--- config.mk ---
export PLATFORM = sky130hd
export DESIGN_NAME = hazard_trap_top
export DESIGN_NICKNAME = d
export VERILOG_FILES = /design/src/rv_ctrl_pkg.sv /design/src/hazard_trap_top.sv /design/src/machine_csr_file.sv /design/src/pipeline_controller.sv /design/src/trap_arbiter.sv
export VERILOG_INCLUDE_DIRS = /design/src
export SDC_FILE = /design/constraint.sdc
export NUM_CORES = 1
export LEC_CHECK = 0
export BUFFER_PORTS_ARGS = -buffer_cell sky130_fd_sc_hd__buf_4
export CORE_AREA = 2 2 130 132
export DETAILED_ROUTE_END_ITERATION = 16
export DIE_AREA = 0 0 132 134
export HOLD_SLACK_MARGIN = 0.03
export PLACE_DENSITY = 0.84
export SYNTH_ARGS = -nofsm -noshare
export SYNTH_HDL_FRONTEND = slang
export SYNTH_SLANG_ARGS = --single-unit
--- constraint.sdc ---
create_clock -name clk_i -period 2.8 [get_ports clk_i]
set_input_delay 0.42 -clock clk_i [delete_from_list [all_inputs] [get_ports clk_i]]
set_output_delay 0.42 -clock clk_i [all_outputs]
set_load 0.005 [all_outputs]
--- src/rv_ctrl_defs.svh ---
//********************
// widths, CSR addresses and cause codes for an M-mode only RV32 core
//********************
`ifndef RV_CTRL_DEFS_SVH
`define RV_CTRL_DEFS_SVH

// data and address width of the core
`define RV_XLEN 32

// machine-mode trap CSR addresses
`define CSR_MSTATUS 12'h300
`define CSR_MIE     12'h304
`define CSR_MTVEC   12'h305
`define CSR_MEPC    12'h341
`define CSR_MCAUSE  12'h342
`define CSR_MTVAL   12'h343
`define CSR_MIP     12'h344

// bit positions of the two mstatus fields that are implemented
`define MSTATUS_MIE_BIT  3
`define MSTATUS_MPIE_BIT 7

// synchronous exception codes, written to mcause with the interrupt bit clear
`define EXC_INSTR_MISALIGNED 4'd0
`define EXC_ILLEGAL_INSTR    4'd2
`define EXC_BREAKPOINT       4'd3
`define EXC_LOAD_MISALIGNED  4'd4
`define EXC_STORE_MISALIGNED 4'd6
`define EXC_ECALL_M          4'd11

// interrupt codes, which are also the bit positions in mie and mip
`define IRQ_M_SOFTWARE 4'd3
`define IRQ_M_TIMER    4'd7
`define IRQ_M_EXTERNAL 4'd11

`endif

--- src/rv_ctrl_pkg.sv ---
//********************
// shared types of the hazard and trap block, bit 0 of a stage vector is fetch
//********************
`default_nettype none

`include "rv_ctrl_defs.svh"

package rv_ctrl_pkg;

    // one bit per stage, used as a stall vector and as a flush vector
    // writeback never stalls and is never flushed so it has no bit
    typedef struct packed {
        logic memory;
        logic execute;
        logic decode;
        logic fetch;
    } stage_ctrl_t;

    // exception requests raised by the datapath stages
    typedef struct packed {
        logic load_addr_misaligned;
        logic store_addr_misaligned;
        logic breakpoint;
        logic env_call_m;
        logic illegal_instruction;
        logic instr_addr_misaligned;
    } exc_req_t;

    // machine interrupt lines, in the same order as the 3-bit mie vector
    typedef struct packed {
        logic external;
        logic timer;
        logic software;
    } irq_req_t;

    // stage that raised a trap, interrupts are taken at memory
    typedef enum logic [1:0] {
        TRAP_STAGE_FETCH  = 2'd0,
        TRAP_STAGE_DECODE = 2'd1,
        TRAP_STAGE_MEMORY = 2'd2
    } trap_stage_e;

    // mcause is stored as a raw word and built as interrupt bit plus code
    typedef union packed {
        logic [`RV_XLEN-1:0] raw;
        struct packed {
            logic        interrupt;
            logic [26:0] reserved;
            logic [3:0]  code;
        } fields;
    } mcause_u;

    typedef struct packed {
        logic                valid;
        mcause_u             cause;
        logic [`RV_XLEN-1:0] epc;
        logic [`RV_XLEN-1:0] tval;
        trap_stage_e         stage;
    } trap_info_t;

endpackage

`default_nettype wire

--- src/hazard_trap_top.sv ---
//********************
// outputs are combinational from this cycle's inputs, CSR updates land on the next edge
//********************
`timescale 1ns/100ps
`default_nettype none

`include "rv_ctrl_defs.svh"

module hazard_trap_top (
    input  logic                     clk_i,
    input  logic                     rst_n_i,
    input  rv_ctrl_pkg::stage_ctrl_t stall_req_i,
    input  logic                     mispredict_i,
    input  logic                     mret_i,
    input  rv_ctrl_pkg::exc_req_t    exc_req_i,
    input  rv_ctrl_pkg::irq_req_t    irq_i,
    input  logic [`RV_XLEN-1:0]      pc_fetch_i,
    input  logic [`RV_XLEN-1:0]      pc_decode_i,
    input  logic [`RV_XLEN-1:0]      pc_memory_i,
    input  logic [`RV_XLEN-1:0]      addr_memory_i,
    input  logic                     csr_we_i,
    input  logic [11:0]              csr_addr_i,
    input  logic [`RV_XLEN-1:0]      csr_wdata_i,
    output logic [`RV_XLEN-1:0]      csr_rdata_o,
    output rv_ctrl_pkg::stage_ctrl_t stall_o,
    output rv_ctrl_pkg::stage_ctrl_t flush_o,
    output logic                     trap_taken_o,
    output logic [`RV_XLEN-1:0]      trap_cause_o,
    output logic                     redirect_valid_o,
    output logic [`RV_XLEN-1:0]      redirect_pc_o
);

    import rv_ctrl_pkg::*;

    trap_info_t trap;
    logic [2:0] mie;
    logic       mstatus_mie;

    trap_arbiter arbiter_i (
        .exc_req_i     (exc_req_i),
        .irq_i         (irq_i),
        .mie_i         (mie),
        .global_ie_i   (mstatus_mie),
        .pc_fetch_i    (pc_fetch_i),
        .pc_decode_i   (pc_decode_i),
        .pc_memory_i   (pc_memory_i),
        .addr_memory_i (addr_memory_i),
        .trap_o        (trap)
    );

    pipeline_controller controller_i (
        .stall_req_i  (stall_req_i),
        .mispredict_i (mispredict_i),
        .mret_i       (mret_i),
        .trap_i       (trap),
        .stall_o      (stall_o),
        .flush_o      (flush_o)
    );

    machine_csr_file csr_i (
        .clk_i            (clk_i),
        .rst_n_i          (rst_n_i),
        .trap_i           (trap),
        .mret_i           (mret_i),
        .irq_i            (irq_i),
        .csr_we_i         (csr_we_i),
        .csr_addr_i       (csr_addr_i),
        .csr_wdata_i      (csr_wdata_i),
        .csr_rdata_o      (csr_rdata_o),
        .mie_o            (mie),
        .mstatus_mie_o    (mstatus_mie),
        .redirect_valid_o (redirect_valid_o),
        .redirect_pc_o    (redirect_pc_o)
    );

    // the core watches these to see which instruction trapped
    assign trap_taken_o = trap.valid;
    assign trap_cause_o = trap.cause.raw;

endmodule

`default_nettype wire

--- src/machine_csr_file.sv ---
//********************
// holds only the M-mode trap CSRs with a direct-mode mtvec and full-word writes
//********************
`timescale 1ns/100ps
`default_nettype none

`include "rv_ctrl_defs.svh"

module machine_csr_file (
    input  logic                    clk_i,
    input  logic                    rst_n_i,
    input  rv_ctrl_pkg::trap_info_t trap_i,
    input  logic                    mret_i,
    input  rv_ctrl_pkg::irq_req_t   irq_i,
    input  logic                    csr_we_i,
    input  logic [11:0]             csr_addr_i,
    input  logic [`RV_XLEN-1:0]     csr_wdata_i,
    output logic [`RV_XLEN-1:0]     csr_rdata_o,
    output logic [2:0]              mie_o,
    output logic                    mstatus_mie_o,
    output logic                    redirect_valid_o,
    output logic [`RV_XLEN-1:0]     redirect_pc_o
);

    import rv_ctrl_pkg::*;

    logic                mstatus_mie_q;
    logic                mstatus_mpie_q;
    logic [2:0]          mie_q;
    logic [`RV_XLEN-1:2] mtvec_q;
    logic [`RV_XLEN-1:0] mepc_q;
    mcause_u             mcause_q;
    logic [`RV_XLEN-1:0] mtval_q;

    always_ff @(posedge clk_i or negedge rst_n_i) begin
        if (!rst_n_i) begin
            mstatus_mie_q  <= 1'b0;
            mstatus_mpie_q <= 1'b0;
            mie_q          <= '0;
            mtvec_q        <= '0;
            mepc_q         <= '0;
            mcause_q       <= '0;
            mtval_q        <= '0;
        end else begin
            if (csr_we_i) begin
                case (csr_addr_i)
                    `CSR_MSTATUS: begin
                        mstatus_mie_q  <= csr_wdata_i[`MSTATUS_MIE_BIT];
                        mstatus_mpie_q <= csr_wdata_i[`MSTATUS_MPIE_BIT];
                    end
                    `CSR_MIE: begin
                        mie_q <= {csr_wdata_i[`IRQ_M_EXTERNAL],
                                  csr_wdata_i[`IRQ_M_TIMER],
                                  csr_wdata_i[`IRQ_M_SOFTWARE]};
                    end
                    // only direct mode exists, so the mode field is not stored
                    `CSR_MTVEC:  mtvec_q      <= csr_wdata_i[`RV_XLEN-1:2];
                    `CSR_MEPC:   mepc_q       <= csr_wdata_i;
                    `CSR_MCAUSE: mcause_q.raw <= csr_wdata_i;
                    `CSR_MTVAL:  mtval_q      <= csr_wdata_i;
                    default: begin
                    end
                endcase
            end

            // these assignments come last, so an event overrides a software
            // write to the same fields in this cycle
            if (trap_i.valid) begin
                mepc_q         <= trap_i.epc;
                mcause_q       <= trap_i.cause;
                mtval_q        <= trap_i.tval;
                mstatus_mpie_q <= mstatus_mie_q;
                mstatus_mie_q  <= 1'b0;
            end else if (mret_i) begin
                mstatus_mie_q  <= mstatus_mpie_q;
                mstatus_mpie_q <= 1'b1;
            end
        end
    end

    // unimplemented bits and unknown addresses read as zero
    always_comb begin
        csr_rdata_o = '0;
        case (csr_addr_i)
            `CSR_MSTATUS: begin
                csr_rdata_o[`MSTATUS_MIE_BIT]  = mstatus_mie_q;
                csr_rdata_o[`MSTATUS_MPIE_BIT] = mstatus_mpie_q;
            end
            `CSR_MIE: begin
                csr_rdata_o[`IRQ_M_EXTERNAL] = mie_q[2];
                csr_rdata_o[`IRQ_M_TIMER]    = mie_q[1];
                csr_rdata_o[`IRQ_M_SOFTWARE] = mie_q[0];
            end
            // mip follows the live interrupt lines and ignores writes
            `CSR_MIP: begin
                csr_rdata_o[`IRQ_M_EXTERNAL] = irq_i.external;
                csr_rdata_o[`IRQ_M_TIMER]    = irq_i.timer;
                csr_rdata_o[`IRQ_M_SOFTWARE] = irq_i.software;
            end
            `CSR_MTVEC:  csr_rdata_o = {mtvec_q, 2'b00};
            `CSR_MEPC:   csr_rdata_o = mepc_q;
            `CSR_MCAUSE: csr_rdata_o = mcause_q.raw;
            `CSR_MTVAL:  csr_rdata_o = mtval_q;
            default: begin
                csr_rdata_o = '0;
            end
        endcase
    end

    assign mie_o         = mie_q;
    assign mstatus_mie_o = mstatus_mie_q;

    // the trap handler target wins over the mret return address
    assign redirect_valid_o = trap_i.valid | mret_i;
    assign redirect_pc_o    = trap_i.valid ? {mtvec_q, 2'b00} : mepc_q;

endmodule

`default_nettype wire

--- src/pipeline_controller.sv ---
//********************
// purely combinational, a trap takes priority over an mret in the same cycle
//********************
`timescale 1ns/100ps
`default_nettype none

module pipeline_controller (
    input  rv_ctrl_pkg::stage_ctrl_t stall_req_i,
    input  logic                     mispredict_i,
    input  logic                     mret_i,
    input  rv_ctrl_pkg::trap_info_t  trap_i,
    output rv_ctrl_pkg::stage_ctrl_t stall_o,
    output rv_ctrl_pkg::stage_ctrl_t flush_o
);

    import rv_ctrl_pkg::*;

    stage_ctrl_t stall_chain;
    stage_ctrl_t flush_vec;

    // a stalled stage holds its state, so every earlier stage has to hold as well
    // the deepest requesting stage decides the whole chain
    always_comb begin
        stall_chain = '0;
        if (stall_req_i.memory) begin
            stall_chain = 4'b1111;
        end else if (stall_req_i.execute) begin
            stall_chain = 4'b0111;
        end else if (stall_req_i.decode) begin
            stall_chain = 4'b0011;
        end else if (stall_req_i.fetch) begin
            stall_chain = 4'b0001;
        end
    end

    always_comb begin
        flush_vec = '0;

        // the raising stage and everything behind it are squashed
        if (trap_i.valid) begin
            case (trap_i.stage)
                TRAP_STAGE_FETCH: begin
                    flush_vec.fetch = 1'b1;
                end
                TRAP_STAGE_DECODE: begin
                    flush_vec.fetch  = 1'b1;
                    flush_vec.decode = 1'b1;
                end
                default: begin
                    flush_vec = 4'b1111;
                end
            endcase
        end

        // fetch already holds the corrected target when the branch resolves
        if (mispredict_i) begin
            flush_vec.decode  = 1'b1;
            flush_vec.execute = 1'b1;
        end

        if (mret_i && !trap_i.valid) begin
            flush_vec.decode  = 1'b1;
            flush_vec.execute = 1'b1;
        end
    end

    // a flushed stage loads a bubble, so holding it would be meaningless
    assign stall_o = stall_chain & ~flush_vec;
    assign flush_o = flush_vec;

endmodule

`default_nettype wire

--- src/trap_arbiter.sv ---
//********************
// one trap per cycle, interrupts only when no exception is present
//********************
`timescale 1ns/100ps
`default_nettype none

`include "rv_ctrl_defs.svh"

module trap_arbiter (
    input  rv_ctrl_pkg::exc_req_t   exc_req_i,
    input  rv_ctrl_pkg::irq_req_t   irq_i,
    input  logic [2:0]              mie_i,
    input  logic                    global_ie_i,
    input  logic [`RV_XLEN-1:0]     pc_fetch_i,
    input  logic [`RV_XLEN-1:0]     pc_decode_i,
    input  logic [`RV_XLEN-1:0]     pc_memory_i,
    input  logic [`RV_XLEN-1:0]     addr_memory_i,
    output rv_ctrl_pkg::trap_info_t trap_o
);

    import rv_ctrl_pkg::*;

    irq_req_t irq_active;
    logic     exc_any;
    logic     irq_take;

    // an interrupt line counts only while its enable bit in mie is set
    assign irq_active = irq_i & mie_i;
    assign exc_any    = |exc_req_i;
    assign irq_take   = !exc_any && global_ie_i && (|irq_active);

    always_comb begin
        trap_o       = '0;
        trap_o.stage = TRAP_STAGE_MEMORY;

        // memory-stage faults belong to the oldest instruction and rank first
        if (exc_req_i.load_addr_misaligned) begin
            trap_o.valid             = 1'b1;
            trap_o.cause.fields.code = `EXC_LOAD_MISALIGNED;
            trap_o.epc               = pc_memory_i;
            trap_o.tval              = addr_memory_i;
            trap_o.stage             = TRAP_STAGE_MEMORY;
        end else if (exc_req_i.store_addr_misaligned) begin
            trap_o.valid             = 1'b1;
            trap_o.cause.fields.code = `EXC_STORE_MISALIGNED;
            trap_o.epc               = pc_memory_i;
            trap_o.tval              = addr_memory_i;
            trap_o.stage             = TRAP_STAGE_MEMORY;
        end else if (exc_req_i.breakpoint) begin
            trap_o.valid             = 1'b1;
            trap_o.cause.fields.code = `EXC_BREAKPOINT;
            trap_o.epc               = pc_decode_i;
            trap_o.stage             = TRAP_STAGE_DECODE;
        end else if (exc_req_i.env_call_m) begin
            trap_o.valid             = 1'b1;
            trap_o.cause.fields.code = `EXC_ECALL_M;
            trap_o.epc               = pc_decode_i;
            trap_o.stage             = TRAP_STAGE_DECODE;
        end else if (exc_req_i.illegal_instruction) begin
            trap_o.valid             = 1'b1;
            trap_o.cause.fields.code = `EXC_ILLEGAL_INSTR;
            trap_o.epc               = pc_decode_i;
            trap_o.stage             = TRAP_STAGE_DECODE;
        end else if (exc_req_i.instr_addr_misaligned) begin
            // the faulting address is the fetch pc itself
            trap_o.valid             = 1'b1;
            trap_o.cause.fields.code = `EXC_INSTR_MISALIGNED;
            trap_o.epc               = pc_fetch_i;
            trap_o.tval              = pc_fetch_i;
            trap_o.stage             = TRAP_STAGE_FETCH;
        end else if (irq_take) begin
            // interrupts are taken on the instruction in memory, which has not committed yet
            trap_o.valid                  = 1'b1;
            trap_o.cause.fields.interrupt = 1'b1;
            trap_o.epc                    = pc_memory_i;
            trap_o.stage                  = TRAP_STAGE_MEMORY;
            if (irq_active.external) begin
                trap_o.cause.fields.code = `IRQ_M_EXTERNAL;
            end else if (irq_active.software) begin
                trap_o.cause.fields.code = `IRQ_M_SOFTWARE;
            end else begin
                trap_o.cause.fields.code = `IRQ_M_TIMER;
            end
        end
    end

endmodule

`default_nettype wire
==> flow_metrics.tcl <==
set metrics [dict create \
    synthCells 898 \
    combinationalPowerShare_pct 12.8 \
    end_kind "output port" \
    first_pass_iters 6 \
    start_kind "flip-flop" \
    worstSetupStartpoint "csr_i.mie_o[0]" \
    outcome "finished, final reports clean" \
    htreeDepth 4 \
    synth.area.top_cells "dfrtp_1 (40%), mux2i_1 (10%), nand2_1 (7.2%), a22oi_1 (5.4%), a221oi_1 (3.2%)" \
    core_sq_um 16300 \
    synth-main-ff-cell "dfrtp_1" \
    arrival_ns 2.27 \
    cp_max_fo 45 \
    grt_pass1_vias 8649 \
    final_cells 1384 \
    ir_worst_vdd_mv 0.419 \
    drv_cap 0 \
    synth_edf_count 0 \
    viasPerCell 6.13 \
    clk_pin_slew_ns 0.06 \
    yosysTopAreaCell "dfrtp_1" \
    cts_buffers 17 \
    drt_iter0_markers 906 \
    routedWlPerCell_um 21.4 \
    avgSynthCellArea_sq_um 9.15 \
    netlist_area_sq_um 8220 \
    clock_latency_ns 0.42 \
    yosysMostFrequentCell "nand2_1" \
    setup_viol 0 \
    fin_crit_sh_pct 96.1 \
    hp-start "pc_memory_i[22]" \
    cts_root_buf "clkbuf_16" \
    hold_violations 0 \
    synthToLayoutAreaGrowth_pct 35.4 \
    grt_max_degree 66 \
    fin_crit_ns 2.69 \
    totalWireLength_um 29600 \
    power.switching_uw 1230 \
    synthArstFlopShare_pct 100 \
    dp_slack_ns 0.184 \
    p_clk_share_pct 46.6 \
    cellLeakagePower_uw 0.00552 \
    ios 296 \
    grt-ovfl-total 0 \
    place_inst 1349 \
    cts_tree "built" \
    final_cell_area_sq_um 11100 \
    dieArea_sq_um 17700 \
    detail-route-antenna-nets 0 \
    max_stage_delay_ns 0.41 \
    critical_path_class "flip-flop to output port" \
    pwr_density_cell_nw_per_um2 450 \
    regToRegStartpoint "csr_i.mie_o[0]" \
    hold_class "primary input to flip-flop" \
    grt_pass1_wl_um 46000 \
    fill_cells 1282 \
    synth_top_area_share_pct 39.9 \
    die_width_um 132 \
    p_int_uw 3780 \
    clock_sinks 131 \
    multi_input_area_sq_um 4500 \
    row_count 47 \
    hpwl_um 20500 \
    gp_congestion 0.894 \
    gr-usage-all-layers_pct 33.2 \
    fin_ws_ns 0.108 \
    antenna_found_initial 0 \
    start_util_pct 50.5 \
    cp_top_family "buffers and inverters" \
    critPathBufInv 4 \
    fin_worst_skew_ns 0.00932 \
    register_area_sq_um 3280 \
    io_buffer_count 268 \
    maxSlewViolCount 0 \
    vias 8477 \
    seqPwrFrac_pct 40.7 \
    ys_seq_area_share_pct 39.9 \
    yosysWarnings 0 \
    die_y_um 134 \
    dpl_cell_area_sq_um 10500 \
    num_antenna_cells 0 \
    crit_required_ns 2.38 \
    rsz0062_at_grt "true" \
    worst_slew_pin_slew_ns 0.639 \
    synth_common_cells "nand2_1 (157), dfrtp_1 (131), mux2i_1 (82)" \
    yosys_register_bits 131 \
    crit_chain "a222oi_1 -> buf_4 -> o211a_4 -> clkinv_2 -> buf_6 -> nand2_1 -> nand2_1 -> buf_4" \
    power_switching_share_pct 24.5 \
    layout-drive-gt1-share_pct 34.4 \
    slowest_stage "dfrtp_1" \
    clockBufferDepth 2 \
    drc 0 \
    max_freq_ghz 0.372 \
    relSlewSlack_pct 57.4 \
    nets 1341 \
    yosysUniqueCellTypes 57 \
]
-- cells in the final DEF, fill, tap and decap left out, types with 4 or more instances in the layout --
master	netlist	final
a211oi_1	8	8
a21oi_1	52	52
a221oi_1	30	30
a22oi_1	59	59
a31o_2	4	4
a31oi_1	12	12
a32oi_1	6	6
and2_1	12	12
and3_1	27	26
buf_12	0	6
buf_4	29	300
bufinv_16	0	4
clkbuf_16	0	17
clkinv_2	0	6
conb_1	1	27
dfrtp_1	131	131
inv_1	7	7
mux2_2	23	23
mux2_4	14	14
mux2i_1	82	82
nand2_1	157	157
nand2b_1	4	4
nand3_1	10	10
nor2_1	48	47
nor3_1	20	19
nor4_1	7	4
o21ai_0	22	22
o221ai_1	16	16
o22ai_1	4	4
-- what timing repair did --
item,in CTS,in global routing
buffers inserted,0,2
hold buffers,1,0
endpoints found under the hold margin,63,0
resized for setup,0,5
endpoints found under the setup margin,0,33
-- through the flow --
step / TNS, ns / util [%] / power, uW / hold slack (ns)
floorplan: 0 / - / 2310 / 0.124
global placement: 0 / 64.3 / 2670 / 0.447
detailed placement: 0 / 64.3 / 2690 / 0.450
CTS: 0 / 68.1 / 5000 / 0.196
global route: -0.0304 / 68.3 / 5150 / 0.201
finish: 0 / 68.3 / 5010 / 0.203
-- worst paths after layout --
path                                        end  depth (start not counted)  slack [ns]
min                            csr_i.mepc_q[22]                          3        0.20
max reg2reg                csr_i.mstatus_mpie_q                          7        0.61
max in group asynchronous      csr_i.mepc_q[31]                          3        1.55
min reg2reg                   csr_i.mcause_q[9]                          2        0.53
max                            redirect_pc_o[2]                          8        0.11
min in group asynchronous      csr_i.mtval_q[1]                          2        0.56
-- final cells by class --
class / instances / share of cell area (%)
repair buffers: 311 / 21.8
well taps: 220 / 2.47
clock inverters: 14 / 1.66
flip-flops and latches: 131 / 29.5
clock buffers: 18 / 3.86
multi-input cells: 682 / 40.4
inverters: 8 / 0.281
-- routing by layer --
metal	routed length, um	vias to the layer above	track usage, %
li1	-	3758	-
met1	11400	4079	41.8
met2	14300	552	53.9
met3	2880	88	7.97
met4	1050	0	16.1
met5	0	-	0
-- sequential cells by signal, summed over array words and instances, names as in the netlist --
register and count:
csr_i.mcause_q 32, csr_i.mepc_q 32, csr_i.mie_o 3, csr_i.mstatus_mie_o 1, csr_i.mstatus_mpie_q 1, csr_i.mtval_q 32
csr_i.mtvec_q 30
-- power by group through the flow --
stage                     registers [uW]  logic, uW  clock network [uW]
after floorplan                     2050        264                   0
after global placement              2060        612                   0
after detailed placement            2060        627                   0
after CTS                           2030        631                2340
after global routing                2040        692                2410
final                               2040        639                2330
-- worst reg2reg max path, cell delays in order, from the launching register on --
cell and delay [ns]:
dfrtp_1 0.41, a222oi_1 0.39, buf_4 0.20, o211a_4 0.20, clkinv_2 0.09, buf_6 0.22, nor3_1 0.22, mux2_2 0.35
-- cells by family after synthesis --
logic type             count (synthesis)  share of synthesized area [%]
AO/OA/AOI/OAI                        231                           19.7
buffers and inverters                111                           7.23
flip-flops                           131                           39.9
multiplexers                         119                           15.7
other                                  1                         0.0456
AND/OR/NAND/NOR                      305                           17.4
Power figures use the tool's default switching activity.
